File: src/common/trace_pkg.sv
package trace_pkg;

  // Largest supported core count, sets the width of the event core field
  localparam int MAX_CORES = 16;
  localparam int CORE_W    = $clog2(MAX_CORES);

  // Argument register of the simulation no-ops
  localparam logic [4:0] ARG_REG = 5'd3;

  // Simulation control no-op instruction words
  localparam logic [31:0] NOP_EXIT   = 32'h15000001;
  localparam logic [31:0] NOP_REPORT = 32'h15000002;
  localparam logic [31:0] NOP_PUTC   = 32'h15000004;

  // One retired instruction as delivered by a core
  typedef struct packed {
    logic        valid;
    logic [31:0] pc;
    logic [31:0] insn;
    logic        wben;
    logic [4:0]  wbreg;
    logic [31:0] wbdata;
  } trace_exec_t;

  // Kind of a simulation control event
  typedef enum logic [1:0] {
    EV_EXIT,
    EV_REPORT,
    EV_PUTC
  } ev_kind_e;

  // Event handed to the host
  typedef struct packed {
    logic [CORE_W-1:0] core;
    ev_kind_e          kind;
    logic [31:0]       value;
  } trace_event_t;

endpackage

File: src/trace_decode/trace_decode.sv
module trace_decode (
  input  logic                         clk,
  input  logic                         rst_i,
  input  logic [trace_pkg::CORE_W-1:0] core_id_i,
  input  trace_pkg::trace_exec_t       trace_i,
  output logic                         ev_valid_o,
  output trace_pkg::trace_event_t      ev_o
);

  import trace_pkg::*;

  typedef enum logic {
    RUN,
    HALTED
  } dec_state_e;

  dec_state_e  state_q;
  logic [31:0] r3_q;

  logic        active;
  logic        nop_hit;
  ev_kind_e    nop_kind;
  logic [31:0] nop_value;
  logic        r3_write;

  // Input is only looked at while the core has not exited
  assign active = trace_i.valid && (state_q == RUN);

  assign r3_write = active && trace_i.wben && (trace_i.wbreg == ARG_REG);

  // Match the instruction word against the control no-ops
  always_comb begin
    nop_hit  = 1'b0;
    nop_kind = EV_REPORT;
    case (trace_i.insn)
      NOP_EXIT: begin
        nop_hit  = 1'b1;
        nop_kind = EV_EXIT;
      end
      NOP_REPORT: begin
        nop_hit  = 1'b1;
        nop_kind = EV_REPORT;
      end
      NOP_PUTC: begin
        nop_hit  = 1'b1;
        nop_kind = EV_PUTC;
      end
      default: begin
        nop_hit  = 1'b0;
        nop_kind = EV_REPORT;
      end
    endcase
  end

  // A no-op sees r3 as it stood before its own cycle
  assign nop_value = (nop_kind == EV_PUTC) ? {24'h0, r3_q[7:0]} : r3_q;

  always_ff @(posedge clk) begin
    if (rst_i) begin
      state_q    <= RUN;
      ev_valid_o <= 1'b0;
      r3_q       <= '0;
    end else begin
      ev_valid_o <= active && nop_hit;
      if (r3_write) begin
        r3_q <= trace_i.wbdata;
      end
      // Exit freezes the decoder until reset
      if (active && nop_hit && (nop_kind == EV_EXIT)) begin
        state_q <= HALTED;
      end
    end
  end

  // Event payload
  always_ff @(posedge clk) begin
    if (active && nop_hit) begin
      ev_o.core  <= core_id_i;
      ev_o.kind  <= nop_kind;
      ev_o.value <= nop_value;
    end
  end

endmodule
File: config.mk
export PLATFORM = sky130hd
export DESIGN_NAME = trace_decode
export DESIGN_NICKNAME = d
export VERILOG_FILES = /design/src/common/trace_pkg.sv /design/src/trace_decode/trace_decode.sv
export SDC_FILE = /design/constraint.sdc
export NUM_CORES = 1
export LEC_CHECK = 0
export ABC_CLOCK_PERIOD_IN_PS = 7700
export BUFFER_PORTS_ARGS = -buffer_cell sky130_fd_sc_hd__buf_2
export CAP_MARGIN = 20
export CORE_AREA = 3 3 84 78
export DETAILED_ROUTE_END_ITERATION = 12
export DIE_AREA = 0 0 87 81
export GPL_TIMING_DRIVEN = 0
export HOLD_SLACK_MARGIN = 0.08
export PLACE_DENSITY = 0.95
export SKIP_CTS_REPAIR_TIMING = 1
export SLEW_MARGIN = 20
export SYNTH_ARGS = -nofsm -noshare
export SYNTH_HDL_FRONTEND = slang
export SYNTH_SLANG_ARGS = --single-unit
File: constraint.sdc
create_clock -name clk -period 7.7 [get_ports clk]
set_input_delay 0.385 -clock clk [delete_from_list [all_inputs] [get_ports clk]]
set_output_delay 0.385 -clock clk [all_outputs]
set_load 0.1 [all_outputs]
==> results.md <==
- Drt wl/cell: around 14 µm
- WL final: roughly 5500 µm
- Tmin final: 2.108 ns
- CP cell instances: buf_2 > nor4bb_1 > nand4_1 > nor3_2 > buf_4 > buf_4 > buf_4
- WP data required: ~7.7 ns
- Most frequent cell after synthesis: edfxtp_1
- Layout cells sized above 1: 0.4488
- First-pass GRT wire length: 8742 µm
- Psw: 0.1485 mW
- Path type of the worst min-delay path: primary input to flip-flop
- Placed cell area: 3382 µm²
- Root buffer cell: clkbuf_8
- Final Max Tran Viols: 0
- FILL cells: 453
- Combinational Power Share: 0.039
- Final setup viols: 0
- Vias in the first global route: slightly below 2000
- Initial antenna violation count: 0
- Number of placement rows: 26
- Inserted Clock Buffers: 9
- Count of non-filler cells in the finished layout: roughly 400
- RSZ-0062 raised after global routing: false
- Design Area, Final: ~3600 µm²
- Die Y: 81 µm
- FFs w/ async S/R, synth: 0
- Status: complete, no violations
- Starting Density: 0.4723
- Gr ovfl total: 0
- CTS H-tree depth: 3
- Dpl hpwl: around 4400 µm
- Relative slew margins: 0.6711
- Layout Skew: 0.007054 ns
- Mapped cell area: 2689 µm²
- Post-Synth Adder-Cell Area: 0
- Antenna Nets Post-Route: 0
- Met1 usage: 0.1703
- Cell internal pwr: 0.6020 mW
- Max frequency: around 470 MHz
- Syn Area/Cell: between 10 and 15 µm²
- Layout area overhead: 34.02%
- Crit path largest cell delay: 0.44 ns
- GRT met3 Usage: 0.08012
- Yosys cell types: 24
- Slowest cell on crit path: nor3_2
- Post-synthesis simple-gate area fraction: 0.1661
- Crit end category: flip-flop
- # IOs: 148
- RD Place Congestion: 0.7788
- Clk pwr share: 0.426
- Worst-margin pin slew: about 0.5 ns
- Syn Inst Count: 198
- Antenna cells: 0
- Sw Share: 0.1978
- Mux cell area share after synthesis: 0.1191
- Sequential group share of total power: 0.534
- EDFF count, synth: 38
- Largest net degree at the start of global routing: 14
- Share of the synthesized area in the top cell type: 0.4244
- Crit path arrival time: 2.15 ns
- Commonest cells in the netlist: edfxtp_1, nor2_1, dfxtp_1, mux2i_1, nor2b_1
- Post-synthesis compound-gate area fraction: 0.008376
- Pleak: about 1.9 nW
- VDD IR-drop max: between 0.15 and 0.2 mV
- Syn nets: 307
- TritonCTS clock tree: done
- Total number of vias: between 1500 and 2000
- Xor/xnor cell area share of the yosys netlist: 0.006515
- Seq/Total Area, Yosys: 0.6775
- Most Crowded Layer GR: met2
- Cell taking the most area after synthesis: edfxtp_1
- Vias per cell: roughly 4.7
- Pwr dens: 208.3 nW/µm²
- Core region area: 5693 µm²
- Max FO, Critical Path: 11
- Die Wd: 87 µm
- Die area: 7047 µm²
- Final Hold Violating Endpoints: 0
- Tot GR Track Use: 0.1648
- Inst Count DP: a little under 400
- Critical Path Start Type: primary input
- Worst-skew pair later-pin latency: 0.33 ns
- Worst-path clk slew: 0.07 ns
- CTS Buffer Depth: 2
- Synth warn: 0
- CTS Sinks: 72
- Main combinational cell family by area after synthesis: simple AND/OR/NAND/NOR gates
- IO buf count: about 110
- Max cap viols: 0
- Critical path class: primary input to flip-flop
- Iter 0 DRT Violations: 38
- Nets: 436
- TritonRoute pass-1 iters: 4
- DRC: 0
- Crit path top cell by count: buf_4
- Met2 Use GR: 0.2921
- Seq cells post-synth: 72
- Final period utilization: 0.2738
- Synth area leaders: edfxtp_1, dfxtp_1, mux2i_1
- Setup TNS: 0 ns
- Top_reg_cell synth: edfxtp_1
-- worst max-delay path, delay by kind of cell --
| kind | cells | cell delay (ns) |
|---|---|---|
| simple gates | 3 | 1.01 |
| buf+inv | 4 | 0.75 |
-- registers in the layout (all words and copies together) (netlist names) --
signal      cells
ev_o           38
r3_q           32
ev_valid_o      1
state_q         1
-- power groups by stage --
stage               Clock [mW]  Sequential (mW)  Combinational, mW
finish                   0.320            0.401             0.0295
detailed placement           0            0.410             0.0297
global route             0.346            0.401             0.0331
CTS                      0.330            0.401             0.0300
floorplan                    0            0.410            0.00791
global placement             0            0.410             0.0287
-- placed cells by master (no fill, tap or decap), types with 2 or more instances in the layout --
cell	synthesis	layout
clkbuf_1	3	4
clkbuf_8	0	9
nor3_1	3	2
bufinv_16	0	2
nor2b_2	9	9
mux2i_1	32	32
buf_4	0	4
nor4bb_1	2	2
nand4_1	4	4
and2b_1	5	5
nor2b_1	10	10
clkinv_4	0	3
buf_2	3	117
nand2_1	2	2
nor2_1	35	35
inv_1	2	2
buf_6	2	2
dfxtp_1	34	34
xor2_1	2	2
edfxtp_1	38	38
nor4_1	5	5
-- layer usage --
layer,up-vias,share of wire
met5,-,0
met2,70,0.52
met3,7,0.097
li1,952,-
met1,865,0.37
met4,0,0.011
-- cells by family (layout without fill, tap and decap cells) --
| kind of cell | count (synthesis) | after routing |
|---|---|---|
| AND/OR/NAND/NOR | 78 | 78 |
| flip-flops | 72 | 72 |
| XOR/XNOR | 2 | 2 |
| AO/OA/AOI/OAI | 3 | 3 |
| buffers and inverters | 11 | 145 |
| multiplexers | 32 | 32 |
-- worst paths after layout --
path / to / startpoint / cells past startpoint / slack, ns
worst min-delay path: ev_o[36]$_DFFE_PP_ / core_id_i[2] / 1 / 0.23
worst max register to register: ev_o[25]$_SDFFCE_PN0P_ / state_q$_SDFFE_PP0P_ / 6 / 5.92
worst min register to register: ev_o[6]$_DFFE_PP_ / r3_q[6]$_SDFFE_PP0P_ / 0 / 0.43
worst max-delay path: ev_o[25]$_SDFFCE_PN0P_ / trace_i[63] / 7 / 5.59
-- per-stage QoR --
step             util  hold WS (ns)  power, mW  worst slack, ns
2_1_floorplan       -        0.4080     0.4176            3.638
3_3_place_gp   0.5879        0.4106     0.4384            2.416
3_5_place_dp   0.5941        0.4160     0.4395            5.206
4_1_cts        0.6330        0.2071     0.7606            5.571
5_1_grt        0.6330        0.2079     0.7797            5.407
6_report       0.6330        0.2274     0.7505            5.592
-- cell type report --
type	instances	area, µm²	share of cell area
timing repair buffer	118	600.6	0.1667
clock inverter	6	93.84	0.02604
sequential	72	1822	0.5056
buffer	9	52.55	0.01458
clock buffer	10	127.6	0.03542
multi-input combinational	115	812.0	0.2253
tap	70	87.58	0.02431
inverter	2	7.507	0.002083
(Power assumes the default switching activity.)
