<file path="src/common/trace_pkg.sv">
package trace_pkg;

  // Largest supported core count, sets the width of the event core field
  localparam int MAX_CORES = 16;
  localparam int CORE_W    = $clog2(MAX_CORES);

  // Argument register of the simulation no-ops
  localparam logic [4:0] ARG_REG = 5'd3;

  // Simulation control no-op instruction words
  localparam logic [31:0] NOP_EXIT   = 32'h15000001;
  localparam logic [31:0] NOP_REPORT = 32'h15000002;
  localparam logic [31:0] NOP_PUTC   = 32'h15000004;

  // One retired instruction as delivered by a core
  typedef struct packed {
    logic        valid;
    logic [31:0] pc;
    logic [31:0] insn;
    logic        wben;
    logic [4:0]  wbreg;
    logic [31:0] wbdata;
  } trace_exec_t;

  // Kind of a simulation control event
  typedef enum logic [1:0] {
    EV_EXIT,
    EV_REPORT,
    EV_PUTC
  } ev_kind_e;

  // Event handed to the host
  typedef struct packed {
    logic [CORE_W-1:0] core;
    ev_kind_e          kind;
    logic [31:0]       value;
  } trace_event_t;

endpackage

</file>
<file path="src/event_fifo.sv">
module event_fifo #(
  parameter int FIFO_DEPTH = 4
) (
  input  logic                    clk,
  input  logic                    rst_i,
  input  logic                    push_i,
  input  trace_pkg::trace_event_t push_event_i,
  input  logic                    pop_i,
  output trace_pkg::trace_event_t head_o,
  output logic                    nonempty_o,
  output logic                    overflow_o
);

  import trace_pkg::*;

  localparam int PTR_W = (FIFO_DEPTH > 1) ? $clog2(FIFO_DEPTH) : 1;
  localparam int CNT_W = $clog2(FIFO_DEPTH + 1);

  trace_event_t     mem [FIFO_DEPTH];
  logic [PTR_W-1:0] wr_ptr_q;
  logic [PTR_W-1:0] rd_ptr_q;
  logic [CNT_W-1:0] count_q;

  logic             full;
  logic             do_pop;
  logic             do_push;

  assign full       = (count_q == CNT_W'(FIFO_DEPTH));
  assign nonempty_o = (count_q != '0);
  assign head_o     = mem[rd_ptr_q];

  assign do_pop  = pop_i && nonempty_o;
  // A slot freed by a pop in the same cycle may be reused
  assign do_push = push_i && (!full || do_pop);

  function automatic logic [PTR_W-1:0] next_ptr(input logic [PTR_W-1:0] ptr);
    next_ptr = (ptr == PTR_W'(FIFO_DEPTH - 1)) ? '0 : ptr + 1'b1;
  endfunction

  always_ff @(posedge clk) begin
    if (rst_i) begin
      wr_ptr_q   <= '0;
      rd_ptr_q   <= '0;
      count_q    <= '0;
      overflow_o <= 1'b0;
    end else begin
      if (do_push) begin
        wr_ptr_q <= next_ptr(wr_ptr_q);
      end
      if (do_pop) begin
        rd_ptr_q <= next_ptr(rd_ptr_q);
      end
      if (do_push && !do_pop) begin
        count_q <= count_q + 1'b1;
      end else if (do_pop && !do_push) begin
        count_q <= count_q - 1'b1;
      end
      // Sticky until reset
      if (push_i && !do_push) begin
        overflow_o <= 1'b1;
      end
    end
  end

  always_ff @(posedge clk) begin
    if (do_push) begin
      mem[wr_ptr_q] <= push_event_i;
    end
  end

endmodule

</file>
<file path="config.mk">
export PLATFORM = sky130hd
export DESIGN_NAME = event_fifo
export DESIGN_NICKNAME = d
export VERILOG_FILES = /design/src/common/trace_pkg.sv /design/src/event_fifo.sv
export SDC_FILE = /design/constraint.sdc
export NUM_CORES = 1
export LEC_CHECK = 0
export ABC_CLOCK_PERIOD_IN_PS = 2990
export BUFFER_PORTS_ARGS = -buffer_cell sky130_fd_sc_hd__buf_2
export CAP_MARGIN = 20
export CORE_MARGIN = 1
export CORE_UTILIZATION = 48
export DETAILED_ROUTE_END_ITERATION = 12
export GPL_ROUTABILITY_DRIVEN = 0
export HOLD_SLACK_MARGIN = 0.15
export PLACE_DENSITY_LB_ADDON = 0.15
export SLEW_MARGIN = 30
export SYNTH_ARGS = -nofsm -noshare
export SYNTH_HDL_FRONTEND = slang
export SYNTH_SLANG_ARGS = --single-unit
</file>
<file path="constraint.sdc">
create_clock -name clk -period 2.99 [get_ports clk]
set_input_delay 0.4485 -clock clk [delete_from_list [all_inputs] [get_ports clk]]
set_output_delay 0.4485 -clock clk [all_outputs]
set_load 0.1 [all_outputs]
</file>
==> out/summary.txt <==
PWR
--------------------------------------------------------------------------------------
Leakage dissipation                                                            2.46 nW
Portion of total power attributed to sequential cells                            0.372
Internal power summed over all cells                                           4.71 mW
Switching power total                                                          2.80 mW
Comb pwr share                                                                   0.326
Switching fraction of total power                                                0.373
Clock network power share                                                        0.302
IR Drop Worst-Case VDD                                                        0.696 mV
Power per unit of standard cell area                                      1040 nW/um^2

SYNTH
--------------------------------------------------------------------------------------
Synthesized netlist cell count                                                     250
Count of flip-flops with a built-in enable after synthesis                         152
Synthesis-stage register bit count                                                 162
Yosys warns                                                                          0
Cell area after technology mapping                                          5990 sq um
Share of synthesized flip-flops with an asynchronous set or reset                    0
Synth Net Count                                                                    299
Mean area per synthesized cell                                              24.0 sq um
Post-synthesis sequential area ratio                                             0.795
Leading register cell type out of synthesis                               sky130_fd_sc_hd__edfxtp_1
Number of distinct standard cells referenced by the synthesized netlist             24

SETUP PATH
--------------------------------------------------------------------------------------
List of cells traversed by the critical path                              buf_12 -> mux4_2 -> buf_2
Required time reported for the critical path endpoint                          2.54 ns
Largest stage delay on the critical path                                       0.63 ns
Critical Path Fanout Max                                                            17
Critical path launch point type                                               register
WS Path Type                                                                reg -> out
Worst path top cell family by delay                                         flip-flops
CP Data Arrival Time                                                           2.17 ns
Sum of buffers and inverters on the critical path                                    2
Highest-delay cell along the critical path                                sky130_fd_sc_hd__dfxtp_2
Element type at the critical path end                                      output port

ROUTE
--------------------------------------------------------------------------------------
Top layer used by detailed routing                                                met4
Remaining number of nets flagged by the antenna check after routing                  0
Met2 WL                                                                   4970 microns
TritonRoute pass-1 iters                                                             4
Drt first-iter violations                                                          168
Via density per instance                                                          5.21
Routed len/inst                                                           19.0 microns
# DRC                                                                                0
Met3 routed WL                                                             688 microns
Routed Wire Length                                                        9990 microns
Vias                                                                              2733
Routed length on met1                                                     4210 microns

STA
--------------------------------------------------------------------------------------
Final Cycle Share                                                                0.876
Setup repair after global routing missed its margin                              false
Rel. slew slack                                                                  0.593
Post-layout min period                                                         2.62 ns
Final setup viols                                                                    0
Max-slew violation total from the final report                                       0
Setup TNS                                                                         0 ns
Final Hold Fails                                                                     0
Worst-case clock skew                                                       0.00472 ns
Transition at the pin with the smallest max-transition slack                  0.610 ns
Achievable frequency                                                           382 MHz

GRT
--------------------------------------------------------------------------------------
Vias in the first global route                                                    2916
Largest net degree at the start of global routing                                   39
Total Routing Usage GR                                                           0.169
Total grt overflow                                                                   0
First-pass GRT wire length                                                15200 microns
Antenna violations before repair                                                     0

LAYOUT
--------------------------------------------------------------------------------------
Commonest non-fill, non-tap cell in the layout                            sky130_fd_sc_hd__edfxtp_1
Layout Area Growth over Synthesis                                                20.8%
Most used cells in the layout excluding fill and tap cells                sky130_fd_sc_hd__edfxtp_1 (152), sky130_fd_sc_hd__buf_2 (81), sky130_fd_sc_hd__mux4_2 (38), sky130_fd_sc_hd__clkbuf_16 (17), sky130_fd_sc_hd__dfxtp_1 (8)
Net count of the finished layout                                                   393
Area of all placed cells without fillers                                    7240 sq um
Total area of sequential cells                                              4770 sq um
Multi-input combinational cell area                                         1170 sq um
Non-filler instance count after layout                                             525
Number of fill cells                                                               917
Share of final-layout standard cells stronger than drive strength 1              0.441

MIN PATH
--------------------------------------------------------------------------------------
Path type of the worst min-delay path                                        in -> reg

CLOCK NETWORK
--------------------------------------------------------------------------------------
Number of buffers on the longest clock path                                          2
H-tree depth reported by CTS                                                         4
TritonCTS Buffers                                                                   17
Clock root cell                                                           sky130_fd_sc_hd__clkbuf_16
Clock tree from TritonCTS                                                         done
Number of clock sinks seen by CTS                                                  162
Clock Pin Slew Worst Setup and Hold Paths                                      0.06 ns
Number of buffers inserted by post-CTS setup repair                                  0
Worst skew pair latency                                                        0.41 ns
Resized Gates After CTS                                                              0
Number of hold-repair buffers added at the cts stage                                 0

PLACED DESIGN
--------------------------------------------------------------------------------------
Post-Place Cell Area                                                        6610 sq um
Count of port buffers added during placement                                        81
Placed cell count                                                                  493
HPWL after detailed placement                                             5730 microns

FLOORPLANNING
--------------------------------------------------------------------------------------
Core area                                                                  12100 sq um
Width of the chip                                                          114 microns
Io pins                                                                             82
Die footprint                                                              12900 sq um
Number of placement rows                                                            40
Effective utilization at floorplan                                               0.495
DIE HEIGHT                                                                 114 microns

RUN STATUS
--------------------------------------------------------------------------------------
Status                                                                    finished, final reports clean

JOB
--------------------------------------------------------------------------------------
Total of max-cap violations                                                          0

[metrics by stage]
step	power (mW)	hold WS [ns]	util	setup slack, ns
2_1_floorplan	4.93	0.463	-	0.980
6_report	7.52	0.247	0.598	0.372
5_1_grt	7.77	0.232	0.598	0.240
3_3_place_gp	5.30	0.454	0.545	0.778
3_5_place_dp	5.32	0.471	0.546	0.770
4_1_cts	7.59	0.234	0.598	0.306
[state kept, by name (all words and copies together), names as in the netlist, named ones only]
signal / flops
wr_ptr_q: 2
mem: 152
overflow_o: 1
count_q: 3
rd_ptr_q: 2
[cell type report]
type | instances | area share
flip-flops and latches | 162 | 0.658
well taps | 168 | 0.0290
inverters | 4 | 0.00207
multi-input cells | 75 | 0.161
clock inverters | 11 | 0.0258
clock buffers | 20 | 0.0603
diodes | 1 | 0.000346
repair buffers | 84 | 0.0626
[cells in the mapped netlist, types with 2 or more instances]
master | n | area (sq um)
sky130_fd_sc_hd__a21oi_1 | 4 | 20.0
sky130_fd_sc_hd__o21ai_0 | 2 | 10.0
sky130_fd_sc_hd__dfxtp_1 | 10 | 200
sky130_fd_sc_hd__mux4_2 | 38 | 856
sky130_fd_sc_hd__clkbuf_1 | 2 | 7.51
sky130_fd_sc_hd__buf_6 | 3 | 33.8
sky130_fd_sc_hd__edfxtp_1 | 152 | 4560
sky130_fd_sc_hd__xor2_1 | 2 | 17.5
sky130_fd_sc_hd__or3_1 | 3 | 18.8
sky130_fd_sc_hd__buf_2 | 3 | 15.0
sky130_fd_sc_hd__nand3_1 | 2 | 10.0
sky130_fd_sc_hd__inv_1 | 4 | 15.0
sky130_fd_sc_hd__ha_1 | 6 | 75.1
sky130_fd_sc_hd__mux2i_1 | 2 | 20.0
sky130_fd_sc_hd__nor2_1 | 5 | 18.8
sky130_fd_sc_hd__and3_1 | 4 | 25.0
[per-layer routing]
layer  global-route usage  vias up
li1                     -     1244
met1                0.205     1390
met2                0.272       85
met3               0.0696       14
met4               0.0684        0
met5                    0        -
[power by group through the flow]
| stage | sequential [mW] | combinational, mW | clock, mW |
|---|---|---|---|
| detailed placement | 2.85 | 2.47 | 0 |
| CTS | 2.80 | 2.48 | 2.31 |
| floorplan | 2.80 | 2.12 | 0 |
| global route | 2.82 | 2.55 | 2.40 |
| finish | 2.80 | 2.45 | 2.27 |
| global placement | 2.84 | 2.46 | 0 |
[worst reg2reg max path: stages, from the launching register on]
cell,delay [ns]
sky130_fd_sc_hd__dfxtp_1,0.37
sky130_fd_sc_hd__o31ai_2,0.42
sky130_fd_sc_hd__ha_1,0.26
sky130_fd_sc_hd__inv_1,0.06
sky130_fd_sc_hd__fa_1,0.38
sky130_fd_sc_hd__xor2_1,0.18
sky130_fd_sc_hd__or3_1,0.30
sky130_fd_sc_hd__a21oi_1,0.13
[path summary, 6_finish.rpt]
check,from,endpoint,slack (ns),cells past startpoint
min reg2reg,overflow_o,overflow_o,0.48,2
max,register,head_o[30],0.37,3
max reg2reg,count_q[1],count_q[2],0.82,7
min,push_event_i[29],mem[0][29],0.25,1
[kinds of logic (layout without fill, tap and decap cells)]
family / count (synthesis) / after routing / share of synthesized area
compound gates: 8 / 8 / 0.00835
buf+inv: 13 / 119 / 0.0132
fa+ha+maj: 7 / 7 / 0.0159
xor+xnor: 2 / 2 / 0.00292
simple gates: 18 / 18 / 0.0184
mux: 40 / 40 / 0.146
flops: 162 / 162 / 0.795
other cells: 0 / 1 / 0
Power figures use the tool's default switching activity.
