===== config.mk =====
export PLATFORM = sky130hd
export DESIGN_NAME = host_link
export DESIGN_NICKNAME = d
export VERILOG_FILES = /design/src/common/trace_pkg.sv /design/src/host_link.sv
export SDC_FILE = /design/constraint.sdc
export NUM_CORES = 1
export LEC_CHECK = 0
export CORE_MARGIN = 2
export CORE_UTILIZATION = 59
export CTS_BUF_LIST = sky130_fd_sc_hd__clkbuf_8 sky130_fd_sc_hd__clkbuf_16
export CTS_CLUSTER_SIZE = 24
export DETAILED_ROUTE_END_ITERATION = 16
export DONT_BUFFER_PORTS = 1
export GPL_TIMING_DRIVEN = 1
export MAX_ROUTING_LAYER = met4
export PLACE_DENSITY = 0.78
export REMOVE_ABC_BUFFERS = 1
export SLEW_MARGIN = 15
export SYNTH_ARGS = -nofsm -noshare
export SYNTH_HDL_FRONTEND = slang
export SYNTH_SLANG_ARGS = --single-unit

===== constraint.sdc =====
create_clock -name clk -period 2.4 [get_ports clk]
set_clock_uncertainty 0.1 [all_clocks]
set_input_delay 0.24 -clock clk [delete_from_list [all_inputs] [get_ports clk]]
set_output_delay 0.24 -clock clk [all_outputs]
set_load 0.05 [all_outputs]

===== src/common/trace_pkg.sv =====
package trace_pkg;

  // Largest supported core count, sets the width of the event core field
  localparam int MAX_CORES = 16;
  localparam int CORE_W    = $clog2(MAX_CORES);

  // Argument register of the simulation no-ops
  localparam logic [4:0] ARG_REG = 5'd3;

  // Simulation control no-op instruction words
  localparam logic [31:0] NOP_EXIT   = 32'h15000001;
  localparam logic [31:0] NOP_REPORT = 32'h15000002;
  localparam logic [31:0] NOP_PUTC   = 32'h15000004;

  // One retired instruction as delivered by a core
  typedef struct packed {
    logic        valid;
    logic [31:0] pc;
    logic [31:0] insn;
    logic        wben;
    logic [4:0]  wbreg;
    logic [31:0] wbdata;
  } trace_exec_t;

  // Kind of a simulation control event
  typedef enum logic [1:0] {
    EV_EXIT,
    EV_REPORT,
    EV_PUTC
  } ev_kind_e;

  // Event handed to the host
  typedef struct packed {
    logic [CORE_W-1:0] core;
    ev_kind_e          kind;
    logic [31:0]       value;
  } trace_event_t;

endpackage


===== src/host_link.sv =====
module host_link #(
  parameter int NUM_CORES = 4
) (
  input  logic                    clk,
  input  logic                    rst_i,
  input  logic                    load_i,
  input  trace_pkg::trace_event_t load_event_i,
  output logic                    idle_o,
  output logic                    host_req_o,
  input  logic                    host_ack_i,
  output trace_pkg::trace_event_t host_event_o,
  output logic                    done_o
);

  import trace_pkg::*;

  typedef enum logic [1:0] {
    IDLE,
    REQ,
    WAIT_RELEASE
  } link_state_e;

  link_state_e          state_q;
  trace_event_t         event_q;
  logic [NUM_CORES-1:0] exit_mask_q;
  logic [NUM_CORES-1:0] core_bit;
  logic                 xfer_done;

  assign idle_o       = (state_q == IDLE);
  assign host_req_o   = (state_q == REQ);
  assign host_event_o = event_q;
  assign done_o       = &exit_mask_q;

  // Four-phase transfer ends once ack is seen low again
  assign xfer_done = (state_q == WAIT_RELEASE) && !host_ack_i;

  // One-hot of the core that owns the event in flight
  always_comb begin
    core_bit = '0;
    for (int c = 0; c < NUM_CORES; c++) begin
      if (event_q.core == CORE_W'(c)) begin
        core_bit[c] = 1'b1;
      end
    end
  end

  always_ff @(posedge clk) begin
    if (rst_i) begin
      state_q     <= IDLE;
      exit_mask_q <= '0;
    end else begin
      case (state_q)
        IDLE: begin
          if (load_i) begin
            state_q <= REQ;
          end
        end
        REQ: begin
          if (host_ack_i) begin
            state_q <= WAIT_RELEASE;
          end
        end
        WAIT_RELEASE: begin
          if (!host_ack_i) begin
            state_q <= IDLE;
          end
        end
        default: state_q <= IDLE;
      endcase
      if (xfer_done && (event_q.kind == EV_EXIT)) begin
        exit_mask_q <= exit_mask_q | core_bit;
      end
    end
  end

  // Only loaded while idle, so it holds through the whole transfer
  always_ff @(posedge clk) begin
    if (idle_o && load_i) begin
      event_q <= load_event_i;
    end
  end

endmodule


==> results.json, run 1 <==
{
  "ys_seq_area_share_pct": 88.73,
  "setup-tns-final_ns": 0,
  "r2r_start": "host_event_o[36]",
  "regArea_um2": 1261,
  "drc": 0,
  "vias": 801,
  "synth-edff-count": 38,
  "worstSetupEndpointType": "register",
  "grt_util_met3_pct": 8.757,
  "setup_viol": 0,
  "dieWidth_um": 53.08,
  "start_kind": "register",
  "diodes": 0,
  "grt_max_degree": 39,
  "portBuffers": 0,
  "core_area_um2": 2255,
  "final_layout_size_suffix_gt1_share_pct": 10.43,
  "hp-start": "load_i",
  "reg2reg_slack_ns": 0.53,
  "finalMaxSlewViolations": 0,
  "netlist_instances": 66,
  "cp_max_fo": 4,
  "power_frac_seq_pct": 66.5,
  "first_global_vias": 837,
  "peakVddDrop_uv": 662.6,
  "hold_viol_final": 0,
  "io_pins": 83,
  "powerDensity_nw_per_um2": 824.0,
  "cts_max_path_buffers": 2,
  "nFillCells": 87,
  "power.switching_uw": 458.3,
  "start_util_pct": 63.04,
  "cap_violations": 0,
  "drt_iter0_drc": 39,
  "die_area_um2": 2817,
  "wl_um": 3155,
  "post_cts_resized": 0,
  "cp.arrival_ns": 1.94,
  "cts_sinks": 44,
  "htree_levels": 2,
  "cts_buffers": 5,
  "yosys_warnings": 0,
  "drt-vias-per-instance": 5.601,
  "drtAntennaViolNets": 0,
  "finalNonFillerCells": 143,
  "synth_fa_ha_area_share_pct": 0,
  "path_clk_slew_ns": 0.08,
  "dp_cells": 96,
  "fin_crit_ns": 1.869,
  "outcome": "finished, final reports clean",
  "nets": 156,
  "utilization_pct": 86.63,
  "synth_xor_area_share_pct": 0.6162,
  "min_delay_path_depth": 2,
  "p_leak_uw": 0.0006733,
  "synth.cell_area_um2": 1421,
  "first_pass_iters": 4,
  "area_growth_pct": 37.41,
  "die_height_um": 53.08,
  "cts-root-buf": "clkbuf_8",
  "num_rows": 17,
  "async_flop_share_pct": 0,
  "clockPowerShare_pct": 27.0,
  "yosys.area_share.simple_pct": 6.866,
  "synth.area.mux_share_pct": 0,
  "gr-usage-met2_pct": 44.38,
  "timing.rr.end": "exit_mask_q[0]",
  "fmax_ghz": 0.5350,
  "fin_crit_sh_pct": 77.88,
  "worst_slew_pin_slew_ns": 0.5546,
  "grt_overflow": 0,
  "antenna_found_initial": 0,
  "grt_busiest_layer": "met2",
  "synth_compound_area_share_pct": 2.993,
  "r2r_cells": 2,
  "synthFlopType": "edfxtp_1",
  "hold_path_class": "in2reg",
  "p_comb_share_pct": 6.6,
  "worstSetupPathType": "reg2reg",
  "grt_usage_pct": 24.94,
  "slew_headroom_pct": 63.03,
  "yosysUniqueCellTypes": 18,
  "cp_data_required_time_ns": 2.47,
  "multi_input_area_um2": 148.9,
  "switching_share_pct": 28.48,
  "rsz0062_at_grt": "false",
  "hold_path_end": "state_q[0]",
  "place_congestion": 0.5799,
  "syn_area_per_cell_um2": 21.54,
  "cts_tree": "yes",
  "routedWlPerCell_um": 22.06,
  "internal_power_uw": 1151,
  "clock_latency_ns": 0.28,
  "ys_ff_latch": 44,
  "synth_top_family_by_area": "simple AND/OR/NAND/NOR gates",
  "grt_first_pass_wirelength_um": 4409,
  "grt_use_met1_pct": 25.20
}
[cell usage in the layout (no fill, tap or decap), drive strengths merged, types with 2 or more instances in the layout]
cell	n
nand2b	4
edfxtp	38
inv	2
clkinv	3
dfxtp	6
dlygate4sd3	39
o32ai	2
buf	3
clkbuf	5
o41ai	2
[registers in the layout (all words and copies together) (netlist names)]
signal,count
host_event_o,38
exit_mask_q,4
state_q,2
[area by class of cell]
| cell class | instances | area share (%) |
|---|---|---|
| Timing Repair Buffer | 42 | 21.14 |
| Sequential cell | 44 | 64.57 |
| Tap cell | 28 | 1.794 |
| Clock buffer | 5 | 3.523 |
| Inverter | 2 | 0.3844 |
| Clock inverter | 3 | 0.9609 |
| Multi-Input combinational cell | 19 | 7.623 |
[timing repair]
item	in CTS	in global routing
setup buffers	0	0
hold buffers	39	0
hold endpoints to repair	44	0
[critical path, cell delays in order (launching register included)]
cell	delay, ns
edfxtp_1	0.62
or4_4	0.65
o41ai_1	0.38
[power groups by stage]
| stage | Sequential (µW) | Combinational [µW] | Clock, µW |
|---|---|---|---|
| 6_report | 1070 | 106 | 434 |
| 5_1_grt | 1070 | 113 | 473 |
| 4_1_cts | 1070 | 103 | 443 |
| 3_5_place_dp | 1080 | 51.6 | 0 |
| 3_3_place_gp | 1080 | 50.1 | 0 |
| 2_1_floorplan | 1080 | 38.3 | 0 |
[logic make-up (layout without fill, tap and decap cells)]
kind of cell	count (synthesis)	in the layout
and+or+nand+nor	13	13
buffers and inverters	3	52
DFF	44	44
AOI/OAI and AO/OA	5	5
xor gates and xnor gates	1	1
[metrics by stage]
stage | worst slack (ns) | power (µW) | hold WS [ns] | area [µm²]
after floorplan | -0.1799 | 1115 | 0.2128 | 1418
after global placement | 0.6768 | 1133 | 0.2140 | 1475
after detailed placement | 0.5855 | 1136 | 0.2171 | 1475
after CTS | 0.5648 | 1614 | 0.003002 | 1953
after global routing | 0.4884 | 1660 | 0.01218 | 1953
final | 0.5308 | 1609 | 0.01557 | 1953
[per-layer routing]
layer / up-vias / routed length, µm
met4: 0 / 45
met2: 52 / 1799
met3: 2 / 235
met5: - / 0
li1: 352 / -
met1: 395 / 1075
[worst max path at each step]
stage,startpoint,end,slack [ns],cells past startpoint
detailed placement,host_event_o[36],exit_mask_q[0],0.59,2
finish,host_event_o[36],exit_mask_q[0],0.53,2
global placement,host_event_o[36],exit_mask_q[0],0.68,2
CTS,host_event_o[36],exit_mask_q[0],0.56,2
floorplan,state_q[1],host_event_o[0],-0.18,2
global route,host_event_o[36],exit_mask_q[0],0.49,2
[cell usage after synthesis, types with 2 or more instances]
master / number / area, µm²
edfxtp_1: 38 / 1141
o32ai_1: 2 / 17.52
nand2b_1: 4 / 25.02
o41ai_1: 2 / 17.52
inv_1: 2 / 7.510
dfxtp_1: 6 / 120.1
Note: power is estimated with default switching activity, not from simulation.
==> run 2, diff against run 1 <==
CORE_UTILIZATION = 53   (was 59)
PLACE_DENSITY = 0.74   (was 0.78)
clock period = 1.69 ns   (was 2.4 ns; I/O delays follow)
==> results.json, run 2 (synthesized netlist as in run 1, its figures left out) <==
{
  "outcome": "finished, final reports clean",
  "reg2reg_slack_ns": 0.14,
  "grt_max_degree": 39,
  "cts-root-buf": "clkbuf_8",
  "cap_violations": 0,
  "hold_viol_final": 0,
  "final_layout_size_suffix_gt1_share_pct": 15.45,
  "portBuffers": 0,
  "final_common_cell": "dlygate4sd3_1",
  "min_delay_path_depth": 2,
  "grt_overflow": 0,
  "clock_latency_ns": 0.28,
  "setup-tns-final_ns": 0,
  "vias": 802,
  "cts_buffers": 5,
  "drtAntennaViolNets": 0,
  "largest_reg_flops": 38,
  "dieWidth_um": 55.79,
  "fin_crit_ns": 1.547,
  "wl_um": 2793,
  "dp_cells": 104,
  "num_rows": 18,
  "cp_max_fo": 7,
  "cts_max_path_buffers": 2,
  "die_height_um": 55.79,
  "drt_iter0_drc": 36,
  "start_kind": "register",
  "grt_first_pass_wirelength_um": 4160,
  "core_area_um2": 2500,
  "post_cts_buffers": 0,
  "finalMaxSlewViolations": 0,
  "path_cells": "or2b_1 -> a211oi_1 -> dlygate4sd3_1",
  "critical_path.slowest_cell": "dlygate4sd3_1",
  "final_cell_mix": "dlygate4sd3_1, edfxtp_1, buf_4",
  "antenna_found_initial": 0,
  "first_global_vias": 893,
  "post-route-cell-area_um2": 2056,
  "hold_path_class": "in2reg",
  "powerDensity_nw_per_um2": 1187,
  "peakVddDrop_uv": 906.5,
  "worst_slew_pin_slew_ns": 0.5061,
  "fin_crit_sh_pct": 91.55,
  "fmax_ghz": 0.6463,
  "place_area_um2": 1536,
  "max_stage_delay_ns": 0.58,
  "area_growth_pct": 44.63,
  "grt_usage_pct": 19.11,
  "cp_data_required_time_ns": 1.81,
  "cts_tree": "yes",
  "worstSetupPathType": "reg2reg",
  "p_leak_uw": 0.0007285,
  "diodes": 0,
  "r2r_cells": 3,
  "htree_levels": 2,
  "cp.arrival_ns": 1.66,
  "first_pass_iters": 4,
  "drt-vias-per-instance": 5.242,
  "nets": 164,
  "hpwl_um": 1642,
  "whs_ns": 0.02089,
  "nFillCells": 133,
  "total_power_uw": 2439,
  "routedWlPerCell_um": 18.25,
  "slew_headroom_pct": 66.33,
  "finalNonFillerCells": 153,
  "place_congestion": 0.7843,
  "drc": 0,
  "start_util_pct": 56.86,
  "rsz0062_at_grt": "false",
  "die_area_um2": 3112,
  "worstSetupEndpointType": "register",
  "path_clk_slew_ns": 0.08,
  "setup_viol": 0,
  "cts_sinks": 44,
  "io_pins": 83
}
-- run 2: cell count changes in the layout (fill, tap and decap cells not counted), sizes merged --
cell         previous run  this run
inv                     2         3
bufinv                  0         1
buf                     3         9
clkinv                  3         1
dlygate4sd3            39        41
-- run 2: metal layers --
metal	up-vias	wire, µm	GRT usage [%]
met3	2	228	6.744
met1	387	905	16.75
met2	43	1649	36.73
met5	-	0	-
met4	0	10	6.620
li1	370	-	-
-- run 2: final cells by class --
| class | instances | area [µm²] | share of cell area, % |
|---|---|---|---|
| flip-flops and latches | 44 | 1262 | 61.41 |
| clock buffers | 5 | 68.82 | 3.348 |
| multi-input cells | 19 | 150.1 | 7.304 |
| well taps | 30 | 37.54 | 1.826 |
| repair buffers | 50 | 490.5 | 23.86 |
| inverters | 2 | 7.507 | 0.3652 |
| clock inverters | 3 | 38.79 | 1.887 |
-- run 2: worst paths after layout --
| check | endpoint | from |
|---|---|---|
| setup / recovery | state_q[0] | state_q[0] |
| hold reg to reg | exit_mask_q[2] | exit_mask_q[2] |
| setup reg to reg | state_q[0] | state_q[0] |
| hold / removal | exit_mask_q[2] | host_ack_i |
-- run 2: what timing repair did --
item,in CTS,in global routing
endpoints found under the hold margin,44,0
resized for setup,0,1
hold buffers,41,0
setup endpoints to repair,0,1
-- run 2: report_power, final --
part / internal (µW) / switching, µW
registers: 1270 / 213
logic: 101 / 108
clock network: 432 / 319
-- run 2: worst max-delay path, delay by kind of cell, from the launching register on --
family | cells | cell delay (ns)
buffers and inverters | 1 | 0.58
DFF | 1 | 0.38
and+or+nand+nor | 1 | 0.24
AOI/OAI and AO/OA | 1 | 0.19
-- run 2: through the flow --
stage          worst slack, ns  utilization, %
6_report                0.1428           82.23
5_1_grt                0.02028           82.23
4_1_cts                 0.1146           82.18
3_5_place_dp            0.2198           61.46
3_3_place_gp            0.2898           61.46
2_1_floorplan          -0.8899               -
